$ cat src/common/merge_pkg.sv
// shared widths and types for the merger; fifo_depth and out_credits must stay >= 1
package merge_pkg;

  // number of source channels feeding the merger
  localparam int num_ch = 4;

  // flit payload width
  localparam int data_w = 32;

  // slots per channel fifo
  // also the credits each source starts with
  localparam int fifo_depth = 4;

  // credits held toward the downstream link after reset
  localparam int out_credits = 4;

  // derived widths
  localparam int ch_idx_w = (num_ch > 1) ? $clog2(num_ch) : 1;
  localparam int fifo_ptr_w = (fifo_depth > 1) ? $clog2(fifo_depth) : 1;
  // counts run from zero up to and including the maximum
  localparam int fifo_cnt_w = $clog2(fifo_depth + 1);
  localparam int credit_cnt_w = $clog2(out_credits + 1);

  // channel index
  typedef logic [ch_idx_w-1:0] ch_idx_t;

  // one bit per channel
  // requests, grants, valids, credit returns
  typedef logic [num_ch-1:0] ch_mask_t;

  // flit payload
  typedef logic [data_w-1:0] data_t;

  // downstream credit count, zero to out_credits
  typedef logic [credit_cnt_w-1:0] credit_cnt_t;

  // fifo slot pointer
  typedef logic [fifo_ptr_w-1:0] fifo_ptr_t;

  // fifo occupancy, zero to fifo_depth
  typedef logic [fifo_cnt_w-1:0] fifo_cnt_t;

  // flit on the output link
  // channel on top, payload below
  typedef struct packed {
    ch_idx_t ch;
    data_t   data;
  } out_flit_t;

endpackage
$ cat src/flit_merge_top.sv
// each source must hold a credit per flit, starting with fifo_depth; sink starts with out_credits
`timescale 1ns/1ps

module flit_merge_top (
  input  logic                                     clk_i,
  input  logic                                     rst_i,
  input  merge_pkg::ch_mask_t                      in_valid_i,
  input  merge_pkg::data_t [merge_pkg::num_ch-1:0] in_data_i,
  output merge_pkg::ch_mask_t                      in_credit_o,
  output logic                                     out_valid_o,
  output merge_pkg::out_flit_t                     out_flit_o,
  input  logic                                     out_credit_i
);

  import merge_pkg::*;

  // fifo status and data toward the control side
  ch_mask_t               not_empty;
  data_t [num_ch-1:0]     head;
  ch_mask_t               pop;
  // arbitration
  ch_mask_t               grant;
  ch_idx_t                grant_idx;
  logic                   grant_any;
  logic                   advance;
  // downstream credit
  logic                   send;
  logic                   has_credit;

  // one fifo per source channel
  for (genvar c = 0; c < num_ch; c++)
  begin : g_ch
    channel_fifo u_fifo (
      .clk_i       (clk_i),
      .rst_i       (rst_i),
      .push_i      (in_valid_i[c]),
      .data_i      (in_data_i[c]),
      .pop_i       (pop[c]),
      .not_empty_o (not_empty[c]),
      .head_o      (head[c])
    );
  end

  // waiting channels compete
  round_robin_arb u_arb (
    .clk_i     (clk_i),
    .rst_i     (rst_i),
    .req_i     (not_empty),
    .advance_i (advance),
    .grant_o   (grant)
  );

  // one-hot grant to channel index
  encode_one_hot #(
    .width_p (num_ch)
  ) u_enc (
    .i      (grant),
    .addr_o (grant_idx),
    .v_o    (grant_any)
  );

  // slots free on the output link
  credit_counter u_credit (
    .clk_i        (clk_i),
    .rst_i        (rst_i),
    .send_i       (send),
    .credit_ret_i (out_credit_i),
    .has_credit_o (has_credit)
  );

  merge_ctrl u_ctrl (
    .clk_i        (clk_i),
    .rst_i        (rst_i),
    .grant_any_i  (grant_any),
    .grant_idx_i  (grant_idx),
    .head_i       (head),
    .has_credit_i (has_credit),
    .pop_o        (pop),
    .advance_o    (advance),
    .send_o       (send),
    .in_credit_o  (in_credit_o),
    .out_valid_o  (out_valid_o),
    .out_flit_o   (out_flit_o)
  );

endmodule

$ cat src/merge_ctrl.sv
// pops at most one flit per cycle; grant_idx_i is only meaningful while grant_any_i is high
`timescale 1ns/1ps

module merge_ctrl (
  input  logic                                       clk_i,
  input  logic                                       rst_i,
  input  logic                                       grant_any_i,
  input  merge_pkg::ch_idx_t                         grant_idx_i,
  input  merge_pkg::data_t [merge_pkg::num_ch-1:0]   head_i,
  input  logic                                       has_credit_i,
  output merge_pkg::ch_mask_t                        pop_o,
  output logic                                       advance_o,
  output logic                                       send_o,
  output merge_pkg::ch_mask_t                        in_credit_o,
  output logic                                       out_valid_o,
  output merge_pkg::out_flit_t                       out_flit_o
);

  import merge_pkg::*;

  // a flit moves this cycle
  logic fire;

  // registered output side
  logic      out_valid_q;
  out_flit_t out_flit_q;
  // registered credit return toward the sources
  ch_mask_t  in_credit_q;

  // granted channel with a downstream slot free
  assign fire = grant_any_i & has_credit_i;

  // pop only the granted fifo
  assign pop_o = fire ? (ch_mask_t'(1) << grant_idx_i) : '0;

  // arbiter rotates and the link credit drops on the same edge
  assign advance_o = fire;
  assign send_o    = fire;

  // control state
  always_ff @(posedge clk_i)
  begin
    if (rst_i)
    begin
      out_valid_q <= 1'b0;
      in_credit_q <= '0;
    end
    else
    begin
      // one cycle per flit
      out_valid_q <= fire;
      // freed slot goes back to its source with the pop
      in_credit_q <= pop_o;
    end
  end

  // output flit register
  // held between sends, qualified by out_valid_o
  always_ff @(posedge clk_i)
  begin
    if (fire)
    begin
      out_flit_q.ch   <= grant_idx_i;
      out_flit_q.data <= head_i[grant_idx_i];
    end
  end

  assign out_valid_o = out_valid_q;
  assign out_flit_o  = out_flit_q;
  assign in_credit_o = in_credit_q;

endmodule

$ cat src/credit_counter.sv
// sink must never return more credits than it was sent; the count does not saturate
`timescale 1ns/1ps

module credit_counter (
  input  logic clk_i,
  input  logic rst_i,
  input  logic send_i,
  input  logic credit_ret_i,
  output logic has_credit_o
);

  import merge_pkg::*;

  // free slots downstream
  credit_cnt_t cnt_q;

  always_ff @(posedge clk_i)
  begin
    if (rst_i)
    begin
      // link starts with every slot free
      cnt_q <= credit_cnt_t'(out_credits);
    end
    else
    begin
      case ({send_i, credit_ret_i})
        // flit sent, slot taken
        2'b10:   cnt_q <= cnt_q - credit_cnt_t'(1);
        // slot freed by the sink
        2'b01:   cnt_q <= cnt_q + credit_cnt_t'(1);
        // both or neither cancel out
        default: cnt_q <= cnt_q;
      endcase
    end
  end

  // send allowed this cycle
  assign has_credit_o = (cnt_q != '0);

endmodule

$ cat src/channel_fifo.sv
// no full flag; the source credit protocol must keep pushes within fifo_depth
`timescale 1ns/1ps

module channel_fifo (
  input  logic            clk_i,
  input  logic            rst_i,
  input  logic            push_i,
  input  merge_pkg::data_t data_i,
  input  logic            pop_i,
  output logic            not_empty_o,
  output merge_pkg::data_t head_o
);

  import merge_pkg::*;

  // flit storage
  data_t mem [fifo_depth];

  // read and write slots
  fifo_ptr_t rd_ptr_q;
  fifo_ptr_t wr_ptr_q;
  // entries held
  fifo_cnt_t count_q;

  // step a pointer, wrapping for any depth
  function automatic fifo_ptr_t ptr_inc(input fifo_ptr_t p);
    if (p == fifo_ptr_t'(fifo_depth - 1))
    begin
      return '0;
    end
    return p + fifo_ptr_t'(1);
  endfunction

  // storage write
  // payload only, so no reset
  always_ff @(posedge clk_i)
  begin
    if (push_i)
    begin
      mem[wr_ptr_q] <= data_i;
    end
  end

  // pointers and occupancy
  always_ff @(posedge clk_i)
  begin
    if (rst_i)
    begin
      rd_ptr_q <= '0;
      wr_ptr_q <= '0;
      count_q  <= '0;
    end
    else
    begin
      if (push_i)
      begin
        wr_ptr_q <= ptr_inc(wr_ptr_q);
      end
      if (pop_i)
      begin
        rd_ptr_q <= ptr_inc(rd_ptr_q);
      end
      // simultaneous push and pop keeps the count
      case ({push_i, pop_i})
        2'b10:   count_q <= count_q + fifo_cnt_t'(1);
        2'b01:   count_q <= count_q - fifo_cnt_t'(1);
        default: count_q <= count_q;
      endcase
    end
  end

  // head is visible the cycle after its push
  assign not_empty_o = (count_q != '0);
  // read port is combinational
  assign head_o      = mem[rd_ptr_q];

endmodule

$ cat src/arbiter/round_robin_arb.sv
// grant is one-hot or zero and combinational from req_i; priority moves only on advance_i
`timescale 1ns/1ps

module round_robin_arb (
  input  logic               clk_i,
  input  logic               rst_i,
  input  merge_pkg::ch_mask_t req_i,
  input  logic               advance_i,
  output merge_pkg::ch_mask_t grant_o
);

  import merge_pkg::*;

  // channel holding the highest priority
  ch_idx_t ptr_q;
  // pointer after the current grant
  ch_idx_t ptr_nxt;

  // requests at or above the pointer
  ch_mask_t hi_mask;
  ch_mask_t masked_req;
  // lowest set bit of each request set
  ch_mask_t masked_pick;
  ch_mask_t plain_pick;

  // clear the bits below the pointer
  assign hi_mask    = ~((ch_mask_t'(1) << ptr_q) - ch_mask_t'(1));
  assign masked_req = req_i & hi_mask;

  // x & -x isolates the lowest set bit
  assign masked_pick = masked_req & (~masked_req + ch_mask_t'(1));
  assign plain_pick  = req_i & (~req_i + ch_mask_t'(1));

  // nothing at or above the pointer, so wrap to the bottom
  assign grant_o = (masked_req != '0) ? masked_pick : plain_pick;

  // channel after the granted one, wrapping at num_ch
  always_comb
  begin
    ptr_nxt = ptr_q;
    for (int c = 0; c < num_ch; c++)
    begin
      if (grant_o[c])
      begin
        ptr_nxt = (c == num_ch - 1) ? ch_idx_t'(0) : ch_idx_t'(c + 1);
      end
    end
  end

  // channel 0 first after reset
  always_ff @(posedge clk_i)
  begin
    if (rst_i)
    begin
      ptr_q <= '0;
    end
    else if (advance_i)
    begin
      // rotate past the accepted channel
      ptr_q <= ptr_nxt;
    end
  end

endmodule

$ cat src/arbiter/encode_one_hot.sv
// input must be one-hot or zero; several set bits give an OR of their indices
`timescale 1ns/1ps

module encode_one_hot #(
  parameter int width_p = 4
) (
  input  logic [width_p-1:0]                            i,
  output logic [((width_p > 1) ? $clog2(width_p) : 1)-1:0] addr_o,
  output logic                                          v_o
);

  // a single input still needs one address bit
  localparam int addr_w_lp = (width_p > 1) ? $clog2(width_p) : 1;
  // tree depth
  localparam int levels_lp = $clog2(width_p);
  // width rounded up to a power of two
  localparam int aligned_lp = 1 << levels_lp;

  // per level, results sit at the first bit of each segment slot
  // the other bits of a level are never used
  wire [levels_lp:0][aligned_lp-1:0] addr;
  wire [levels_lp:0][aligned_lp-1:0] v;

  // leaves
  // zero padding goes at the top for odd widths
  assign v[0]    = aligned_lp'(i);
  assign addr[0] = '0;

  for (genvar lvl = 1; lvl <= levels_lp; lvl++)
  begin : g_level
    // segments merged at this level
    localparam int seg_cnt_lp = 2 ** (levels_lp - lvl);
    // bits of the padded input spanned by one segment
    localparam int slot_lp = aligned_lp / seg_cnt_lp;

    for (genvar s = 0; s < seg_cnt_lp; s++)
    begin : g_seg
      // lower and upper halves of this segment
      wire lo_v;
      wire hi_v;

      assign lo_v = v[lvl-1][s*slot_lp];
      assign hi_v = v[lvl-1][s*slot_lp + slot_lp/2];

      // any bit set within the segment
      assign v[lvl][s*slot_lp] = lo_v | hi_v;

      if (lvl == 1)
      begin : g_leaf
        // pair of inputs, upper one sets the bit
        assign addr[lvl][s*slot_lp] = hi_v;
      end
      else
      begin : g_node
        // new msb from the upper half
        // lower bits from whichever half holds the set bit
        assign addr[lvl][s*slot_lp +: lvl] =
          {hi_v,
           addr[lvl-1][s*slot_lp +: lvl-1] |
           addr[lvl-1][s*slot_lp + slot_lp/2 +: lvl-1]};
      end
    end
  end

  // root of the tree
  assign addr_o = addr[levels_lp][addr_w_lp-1:0];
  assign v_o    = v[levels_lp][0];

endmodule

$ cat config.mk
export PLATFORM = sky130hd
export DESIGN_NAME = flit_merge_top
export DESIGN_NICKNAME = d
export VERILOG_FILES = /design/src/common/merge_pkg.sv /design/src/flit_merge_top.sv /design/src/merge_ctrl.sv /design/src/credit_counter.sv /design/src/channel_fifo.sv /design/src/arbiter/round_robin_arb.sv /design/src/arbiter/encode_one_hot.sv
export SDC_FILE = /design/constraint.sdc
export NUM_CORES = 1
export LEC_CHECK = 0
export CAP_MARGIN = 20
export CORE_ASPECT_RATIO = 0.75
export CORE_MARGIN = 1.5
export CORE_UTILIZATION = 60
export DETAILED_ROUTE_END_ITERATION = 10
export DONT_BUFFER_PORTS = 1
export PLACE_DENSITY = 0.76
export SYNTH_ARGS = -nofsm -noshare
export SYNTH_HDL_FRONTEND = slang
export SYNTH_SLANG_ARGS = --single-unit
$ cat constraint.sdc
create_clock -name clk_i -period 6.3 [get_ports clk_i]
set_clock_uncertainty 0.2 [all_clocks]
set_input_delay 0.315 -clock clk_i [delete_from_list [all_inputs] [get_ports clk_i]]
set_output_delay 0.315 -clock clk_i [all_outputs]
set_load 0.02 [all_outputs]
== Yosys cells after proc, flatten, opt, wreduce, memory -nomap -nowiden ==
Memory sizes are Yosys's and may differ from the RTL's. A register that Yosys moved wholly into a read port is not among the register bits.
Cells that the tools add are included.
Word-level totals
  flip-flop bits (word level): 72
  word-level logic and storage cells: 157
  output and inout port bits: 39
  memories kept: 4
  RAM bits: 512
  input port bits: 135
Memory list
  g_ch[0].u_fifo.mem: words 4, width 32, rd ports 1, clocked after memory_dff 1, write ports 1, RTL line channel_fifo.sv:17  | data_t mem [fifo_depth];
  g_ch[1].u_fifo.mem: words 4, width 32, rd ports 1, clocked after memory_dff 1, write ports 1, RTL line channel_fifo.sv:17
  g_ch[2].u_fifo.mem: words 4, width 32, rd ports 1, clocked after memory_dff 1, write ports 1, RTL line channel_fifo.sv:17
  g_ch[3].u_fifo.mem: words 4, width 32, rd ports 1, clocked after memory_dff 1, write ports 1, RTL line channel_fifo.sv:17
Operators by class
  $add $sub $neg: 21
  multiplexer cells: 69
  $lt $le $gt $ge: 1
  equal/unequal tests: 18
  reductions and logical operators: 13
  shifts and indexed selects: 2
  bitwise logic cells: 11
Operators with widths (count)
  $bmux W32 S2: 1
  $mux W2: 28
  $mux W1: 32
  $mux W32: 1
  $pmux W3 S2: 5
  $eq A2 B2 Y1 const B: 13
  $add A2 B1 Y2 const B: 8
  $add A3 B1 Y3 const B: 5
  $reduce_bool A3 Y1: 5
  $sub A3 B1 Y3 const B: 5
  $and A4 B4 Y4: 3
  $not A4 Y4: 3
  $eq A2 B1 Y1 const B: 5
  $reduce_bool A2 Y1: 5
  $add A4 B1 Y4 const B: 2
  $mux W4: 2
  $reduce_bool A4 Y1: 2
  $shl A1 B2 Y4 const A: 2
  $or A1 B1 Y1: 4
  $sub A4 B1 Y4 const B: 1
  $lt A2 B3 Y1 const B: 1
  $reduce_and A2 Y1: 1
  $and A1 B1 Y1: 1

== Longest topological paths before layout ==
Gate-level depths: netlist of run 1.
  depth in word-level cells: 17
  mapped depth: 11
  gate-level depth less buffers: 10

== By module ==
From an unflattened synthesis of run 1, not the netlist that was laid out.
Second synthesis, totals
  cell total of the unflattened synthesis: 989
  area total of the unflattened synthesis: 22816.9 sq um
Modules (own cells, without submodules)
  channel_fifo: seq. area each 4023.9 sq um, area an instance 5091.1 sq um, cells an instance 210, instances 4
  merge_ctrl: seq. area each 1121.1 sq um, area an instance 2018.2 sq um, cells an instance 95, instances 1
  round_robin_arb: seq. area each 40.0 sq um, area an instance 246.5 sq um, cells an instance 34, instances 1
  credit_counter: seq. area each 60.1 sq um, area an instance 160.2 sq um, cells an instance 16, instances 1
  encode_one_hot: seq. area each 0.0 sq um, area an instance 27.5 sq um, cells an instance 4, instances 1

== Worst setup path after synthesis of run 1 ==
Ideal clock, no wire load.
  path type: reg2reg
  start point: register g_ch[3].u_fifo.count_q[0]
  end point: register g_ch[2].u_fifo.count_q[2]
  setup time: 70 ps
  period minus slack after synthesis: 3300 ps
  stages on the path, launching flop included: 11
  arrival time: 3029 ps
  required time: 6030 ps
  setup slack: 3000 ps
  path buffers: 1
  cell sequence: dfxtp_1 > or3_1 > buf_2 > o41ai_4 > inv_2 > and2_4 > ha_1 > fa_1 > xnor2_1 > or3_1 > a21oi_1
On the way
  cells in the longest elaborated chain, start to end: 12
  elaborated cells on any way between the ends: 21
  those cells by class: add/sub: 2; eq/ne: 2; shift: 1; mux: 3; bitwise: 10; reduce/logical: 3
Ends and longest elaborated chain
  start: declaration: RTL line channel_fifo.sv:23  | fifo_cnt_t count_q;
  start signal: assignment: RTL line channel_fifo.sv:65  | 2'b10: count_q <= count_q + fifo_cnt_t'(1);
  start signal: assignment: RTL line channel_fifo.sv:66  | 2'b01: count_q <= count_q - fifo_cnt_t'(1);
  start signal: assignment: RTL line channel_fifo.sv:67  | default: count_q <= count_q;
  $reduce_bool A3 Y1 *: RTL line channel_fifo.sv:73  | assign not_empty_o = (count_q != '0);
  $and A4 B4 Y4: RTL line round_robin_arb.sv:28  | assign masked_req = req_i & hi_mask;
  $not A4 Y4: RTL line round_robin_arb.sv:31  | assign masked_pick = masked_req & (~masked_req + ch_mask_t'(1));
  $add A4 B1 Y4: RTL line round_robin_arb.sv:31
  $and A4 B4 Y4: RTL line round_robin_arb.sv:31
  $mux W4 *: RTL line round_robin_arb.sv:35  | assign grant_o = (masked_req != '0) ? masked_pick : plain_pick;
  $or A1 B1 Y1: RTL line encode_one_hot.sv:46  | assign v[lvl][s*slot_lp] = lo_v | hi_v;
  $or A1 B1 Y1 *: RTL line encode_one_hot.sv:46
  $and A1 B1 Y1 *: RTL line merge_ctrl.sv:31  | assign fire = grant_any_i & has_credit_i;
  via advance: RTL line flit_merge_top.sv:25  | logic advance;
  $mux W4 *: RTL line merge_ctrl.sv:34  | assign pop_o = fire ? (ch_mask_t'(1) << grant_idx_i) : '0;
  via g_ch[2].u_fifo.pop_i: RTL line channel_fifo.sv:9  | input logic pop_i,
  $eq A2 B1 Y1 / $eq A2 B2 Y1 (equally long branches): RTL line channel_fifo.sv:64  | case ({push_i, pop_i})
  $pmux W3 S2 / $reduce_bool A2 Y1 (equally long branches)
  end signal: assignment: RTL line channel_fifo.sv:65
  end signal: assignment: RTL line channel_fifo.sv:66
  end signal: assignment: RTL line channel_fifo.sv:67
  end: declaration: RTL line channel_fifo.sv:23
The timed path passes the listed nets; every way through them passes the cells marked *.
A chain may end at the register's enable or synchronous reset.

== Worst setup path after layout of run 1 ==
Same ends and word-level chain as after synthesis.

==> key figures, run 1 <==
Finish
  – Commonest non-fill, non-tap cell in the layout: edfxtp_1
  – Commonest cells after routing, fill and taps aside: edfxtp_1, dlygate4sd3_1, mux4_2, nand3_1, clkbuf_16
  – Area delta synth->final: 16.5%
  – Layout cells sized above 1: 0.184
  – Non-filler instance count after layout: 1814
  – Layout Nets: 1431

Synthesis
  – Mapped Cells: 1102
  – Main synth FF type: edfxtp_1
  – Mean Syn Cell Area: 20.4 sq um
  – Synth top area cells: edfxtp_1, mux4_2, dfxtp_1, nand3_1, ha_1
  – Synth Net Count: 1267
  – Ys async rst share: 0
  – Synth Cell Area: 22500 sq um
  – Post-synth EDFFs: 546
  – Synth area leader: edfxtp_1
  – Yosys top cell area share: 0.728
  – Ys Warns: 0
  – Library cells used by synthesis: 38
  – Yosys reg bits: 592
  – Sequential fraction of the synthesis area: 0.769

Outcome
  – Status: finished clean

Clocking
  – TritonCTS buffer count: 53
  – Post-CTS Setup Bufs: 0
  – CTS root buf: clkbuf_16
  – H-tree depth: 2
  – Worst skew pair latency: 0.58 ns
  – CTS tree: built
  – Clock sinks: 592
  – CTS Buffer Depth: 3
  – CTS clk-pin slew, worst paths: 0.07 ns

Worst setup path
  – Critical path's top delay family: simple AND/OR/NAND/NOR gates
  – CP dominant cell by count: or3_1
  – Max incr delay on CP: 0.60 ns
  – Crit path DAT: 4.09 ns
  – Reg2Reg Depth: 9
  – CP required: 6.60 ns
  – Reg-to-reg startpoint: g_ch[3].u_fifo.count_q[0]
  – R2r endpoint: g_ch[2].u_fifo.count_q[2]
  – R2R setup slack: 2.51 ns
  – Crit-path max FO: 39
  – Critical path startpoint category: register
  – Critical path cell sequence: or3_1 > o41ai_4 > inv_2 > and2_4 > ha_1 > fa_1 > xnor2_1 > or3_1 > a21oi_1
  – Setup crit end kind: register
  – WS Path Type: register to register
  – Slowest library cell on the worst path: o41ai_4
  – Worst path bufs/invs: 1
  – WP depth: 9

Power and ir drop
  – Leak: 8.56 nW
  – Comb power frac: 0.230
  – PwrDens: 413 nW/um^2
  – Switching Share: 0.302
  – Internal: 7.56 mW
  – Worst vdd ir: 322 uV
  – Clk network pwr share: 0.292
  – Register share of total power: 0.478
  – Sw Pwr: 3.27 mW

Routing
  – First drt pass iteration count: 5
  – Metal3 WL: 2.96 mm
  – DR vias/cell: 6.02
  – Drc violations: 0
  – Max Used Layer: met4
  – Drt total wl: 45.3 mm
  – DRT met1 WL: 18.1 mm
  – Post-DRT Antenna Nets: 0
  – Wire per inst: 25.0 um
  – Starting DRT DRC Count: 1001
  – Vias: 10921
  – WL met2: 23.2 mm

Timing
  – Worst slew pin tran: 0.992 ns
  – Final min period: 3.79 ns
  – Relative max-transition margin: 0.339
  – Slew Limit Fails: 0
  – Setup TNS: 0 ns
  – Period Utilization, post-route: 0.602
  – RSZ-0062 raised after global routing: false
  – Fmax: 264 MHz
  – Final Hold Fails: 0
  – Final setup fails: 0

Place
  – GPL Wtd Cong: 0.804
  – Port Buffer Count: 0
  – Hpwl dp: 27.7 mm
  – Cells after DPL: 1578

Worst hold path
  – Hold Crit Start: in_valid_i[0]
  – WHS Endpoint: g_ch[0].u_fifo.count_q[1]
  – Hold depth: 4
  – Worst min path class: input pin to register

GRT
  – Largest net degree at the start of global routing: 40
  – Initial antenna violation count: 1
  – Grt total ovfl: 0
  – GRT Resource Usage Total: 0.242
  – First-pass GRT wire length: 68.2 mm
  – Vias in the first global route: 11064

Die
  – Io pins: 174
  – Effective utilization at floorplan: 0.609
  – Die Width: 227 um
  – Num rows: 61
  – Die area: 38700 sq um
  – Core area: 37000 sq um
  – Die Ht: 171 um

Flow run
  – # Max-Cap Violations: 0
## sequential cells by signal (all words and copies together) (netlist names), named ones only
name	cells
g_ch.u_fifo.rd_ptr_q	8
u_ctrl.out_flit_o	34
u_ctrl.in_credit_o	4
u_arb.ptr_q	2
g_ch.u_fifo.wr_ptr_q	8
g_ch.u_fifo.count_q	12
g_ch.u_fifo.mem	512
u_ctrl.out_valid_o	1
u_credit.cnt_q	3
## worst max-delay path by stage
stage | end | slack, ns | from
final | g_ch[2].u_fifo.count_q[2] | 2.51 | g_ch[3].u_fifo.count_q[0]
after global routing | g_ch[2].u_fifo.count_q[2] | 2.36 | g_ch[3].u_fifo.count_q[0]
after CTS | g_ch[2].u_fifo.count_q[2] | 2.50 | g_ch[3].u_fifo.count_q[0]
after detailed placement | g_ch[2].u_fifo.count_q[2] | 2.54 | g_ch[3].u_fifo.count_q[0]
after global placement | g_ch[2].u_fifo.count_q[2] | 2.65 | g_ch[3].u_fifo.count_q[0]
after floorplan | g_ch[2].u_fifo.count_q[2] | 3.00 | g_ch[3].u_fifo.count_q[0]
## cells in the mapped netlist (3+ instances only)
library cell and instances:
fa_1 5, buf_1 3, edfxtp_1 546, mux4_2 128, ha_1 25, buf_2 17, dfxtp_1 46, or3_1 10
nor3_1 13, inv_1 23, a211oi_1 3, nand3_1 65, a21oi_1 16, a22oi_1 33, mux2i_1 11, nand2_1 32
nand2b_1 4, xor2_1 8, nor2_1 30, o21ai_0 11, and2_1 19, clkbuf_1 33
## area by class of cell
| cell class | count | area, sq um |
|---|---|---|
| Multi-Input combinational cell | 433 | 4930 |
| Clock inverter | 28 | 230 |
| Sequential cell | 592 | 17300 |
| Clock buffer | 70 | 1470 |
| Timing Repair Buffer | 162 | 1570 |
| Fill cell | 2207 | 10800 |
| Inverter | 24 | 90.1 |
| Antenna cell | 1 | 2.50 |
| Tap cell | 504 | 631 |
## repair_timing
| action | 4_1_cts | 5_1_grt |
|---|---|---|
| hold endpoints to repair | 558 | 0 |
| gates resized for setup | 0 | 0 |
| hold buffers | 137 | 0 |
## routing by layer
metal | GRT usage | up-vias
met3 | 0.0484 | 64
met4 | 0.0658 | 0
met5 | 0 | -
met1 | 0.337 | 5701
met2 | 0.399 | 345
li1 | - | 4811
## stage by stage
step | setup WS [ns] | hold WS (ns) | util | area [sq um] | power (mW)
after global placement | 2.65 | 0.195 | 0.626 | 23200 | 7.58
after CTS | 2.50 | 0.108 | 0.709 | 26200 | 10.9
after detailed placement | 2.54 | 0.200 | 0.626 | 23200 | 7.66
after global routing | 2.36 | 0.160 | 0.709 | 26300 | 11.3
final | 2.51 | 0.127 | 0.709 | 26300 | 10.8
after floorplan | 3.00 | 0.210 | - | 22500 | 6.87
## tightest hold or removal path: cells and delay by family
family,cells,cell delay (ns)
adders and majority gates,1,0.24
buffers and inverters,1,0.13
muxes,1,0.09
and+or+nand+nor,1,0.08
## kinds of logic after synthesis
family | synth area share
DFF | 0.769
muxes | 0.133
and+or+nand+nor | 0.0405
AOI/OAI and AO/OA | 0.0219
adders and majority gates | 0.0183
buffers and inverters | 0.0138
xor gates and xnor gates | 0.00389
## power by group through the flow
stage / sequential, mW / combinational (mW) / clock, mW
after detailed placement: 5.26 / 2.39 / 0
final: 5.18 / 2.49 / 3.16
after global routing: 5.21 / 2.71 / 3.37
after global placement: 5.25 / 2.33 / 0
after floorplan: 5.15 / 1.72 / 0
after CTS: 5.18 / 2.52 / 3.21
No activity file was read; power rests on OpenSTA's default activity.
==> inputs of run 2 (changes only) <==
clock period = 3.7 ns   (was 6.3 ns; I/O delays follow)
==> run 2 against run 1 <==
Compared with the run above:
- critical path type unchanged
- highest routed layer unchanged
- cell count is 0.33% higher
- die area is the same
- largest power group unchanged
- hold slack worse by 0.099 ns
- maximum frequency up 8.1%
- sequential share of layout area shrank 0.19 points
- critical path depth is 2 higher
- global-route usage grew 0.38 points
- register-to-register slack got worse by 2.3 ns
- first-iteration DRC count grew 3.5%
- flip-flop and latch count unchanged
==> key figures, run 2 (synthesis gave the netlist of run 1 again) <==
Clocking
  – Clock sinks: 592
  – H-tree depth: 2
  – Worst skew pair latency: 0.58 ns
  – Post-CTS Setup Bufs: 0
  – CTS clk-pin slew, worst paths: 0.07 ns
  – CTS tree: built
  – CTS root buf: clkbuf_16
  – CTS Buffer Depth: 3
  – TritonCTS buffer count: 53

Timing
  – Setup TNS: 0 ns
  – Final Hold Fails: 0
  – Final setup fails: 0
  – Worst slew pin tran: 0.949 ns
  – Final min period: 3.51 ns
  – Setup ws final: 0.194 ns
  – Slew Limit Fails: 0
  – Worst hold slack: 0.0287 ns
  – Fmax: 285 MHz
  – Relative max-transition margin: 0.368
  – Period Utilization, post-route: 0.948

Die
  – Die area: 38700 sq um
  – Die Width: 227 um
  – Die Ht: 171 um
  – Effective utilization at floorplan: 0.609
  – Io pins: 174
  – Core area: 37000 sq um
  – Num rows: 61

Routing
  – Post-DRT Antenna Nets: 0
  – Metal3 WL: 2.68 mm
  – First drt pass iteration count: 5
  – DR vias/cell: 6.03
  – Drc violations: 0
  – Vias: 10982
  – WL met2: 23.2 mm
  – DRT met1 WL: 18.3 mm
  – Starting DRT DRC Count: 1036
  – Max Used Layer: met4
  – Wire per inst: 25.1 um
  – Drt total wl: 45.7 mm

Power and ir drop
  – Clk network pwr share: 0.289
  – PwrDens: 706 nW/um^2
  – Register share of total power: 0.473
  – Leak: 8.59 nW
  – Comb power frac: 0.238
  – Switching Share: 0.307
  – Design Power: 18.6 mW
  – Internal: 12.9 mW
  – Worst vdd ir: 550 uV
  – Sw Pwr: 5.72 mW

Finish
  – Register area: 17300 sq um
  – Final Instance Area: 26300 sq um
  – Max FFs per register: 512
  – Final Core Density: 0.711
  – Largest Register: g_ch.u_fifo.mem
  – Layout Nets: 1435
  – Fill cells: 2203
  – Area of the multi-input gates: 4940 sq um
  – Area delta synth->final: 16.9%
  – Layout cells sized above 1: 0.195
  – Commonest non-fill, non-tap cell in the layout: edfxtp_1
  – Commonest cells after routing, fill and taps aside: edfxtp_1, dlygate4sd3_1, mux4_2, nand3_1, clkbuf_16
  – Non-filler instance count after layout: 1820

GRT
  – Vias in the first global route: 11345
  – First-pass GRT wire length: 68.8 mm
  – Largest net degree at the start of global routing: 40
  – Initial antenna violation count: 2
  – GRT Resource Usage Total: 0.246
  – Grt total ovfl: 0

Outcome
  – Status: finished clean

Worst setup path
  – Crit path DAT: 3.83 ns
  – Critical path startpoint category: register
  – CP required: 4.02 ns
  – Setup crit end kind: register
  – WS Path Type: register to register
  – Crit-path max FO: 5

Place
  – Port Buffer Count: 0
  – Cells after DPL: 1582
  – Post-DP Area: 23200 sq um
  – GPL Wtd Cong: 0.798
  – Hpwl dp: 27.8 mm
  – Pre-CTS setup slack: 0.403 ns

Worst hold path
  – Worst min path class: input pin to register

Flow run
  – # Max-Cap Violations: 0
==> run 2: what timing repair did <==
action                                  in CTS  in global routing
endpoints found under the setup margin       0                  1
gates resized for setup                      0                  2
hold buffers                               137                  0
endpoints found under the hold margin      558                  0
==> run 2: area by class of cell <==
type | count | area share
Sequential cell | 592 | 0.658
Multi-Input combinational cell | 433 | 0.188
Timing Repair Buffer | 166 | 0.0622
Clock buffer | 69 | 0.0534
Tap cell | 504 | 0.0240
Clock inverter | 30 | 0.0114
Inverter | 24 | 0.00342
Antenna cell | 2 | 0.000190
==> run 2: metal layers <==
| layer | up-vias | track usage |
|---|---|---|
| met3 | 84 | 0.0424 |
| met4 | 0 | 0.0870 |
| met1 | 5723 | 0.337 |
| met5 | - | 0 |
| li1 | 4822 | - |
| met2 | 353 | 0.406 |
==> run 2: critical path: stages (launching register included) <==
cell and delay (ns):
dfxtp_1 0.34, or3_1 0.53, o21ai_1 0.26, nand4_1 0.23
inv_1 0.12, ha_1 0.18, inv_1 0.06, fa_1 0.37
xor2_1 0.17, or3_1 0.30, a21oi_1 0.13, dlygate4sd3_1 0.55
==> run 2: power groups by stage <==
stage / clock network, mW / registers (mW) / logic (mW)
final: 5.38 / 8.79 / 4.42
after global routing: 5.71 / 8.87 / 4.82
after CTS: 5.46 / 8.81 / 4.48
after detailed placement: 0 / 8.95 / 4.24
after global placement: 0 / 8.92 / 4.17
after floorplan: 0 / 8.76 / 2.93
==> run 2: final timing paths <==
kind	startpoint	endpoint	slack [ns]	cells after the start
min reg2reg	g_ch[2].u_fifo.rd_ptr_q[1]	register	0.30	2
max	g_ch[3].u_fifo.count_q[0]	g_ch[1].u_fifo.count_q[2]	0.19	11
min	in_valid_i[1]	g_ch[1].u_fifo.mem[0][13]	0.03	2
max reg2reg	g_ch[3].u_fifo.count_q[0]	g_ch[1].u_fifo.count_q[2]	0.19	11
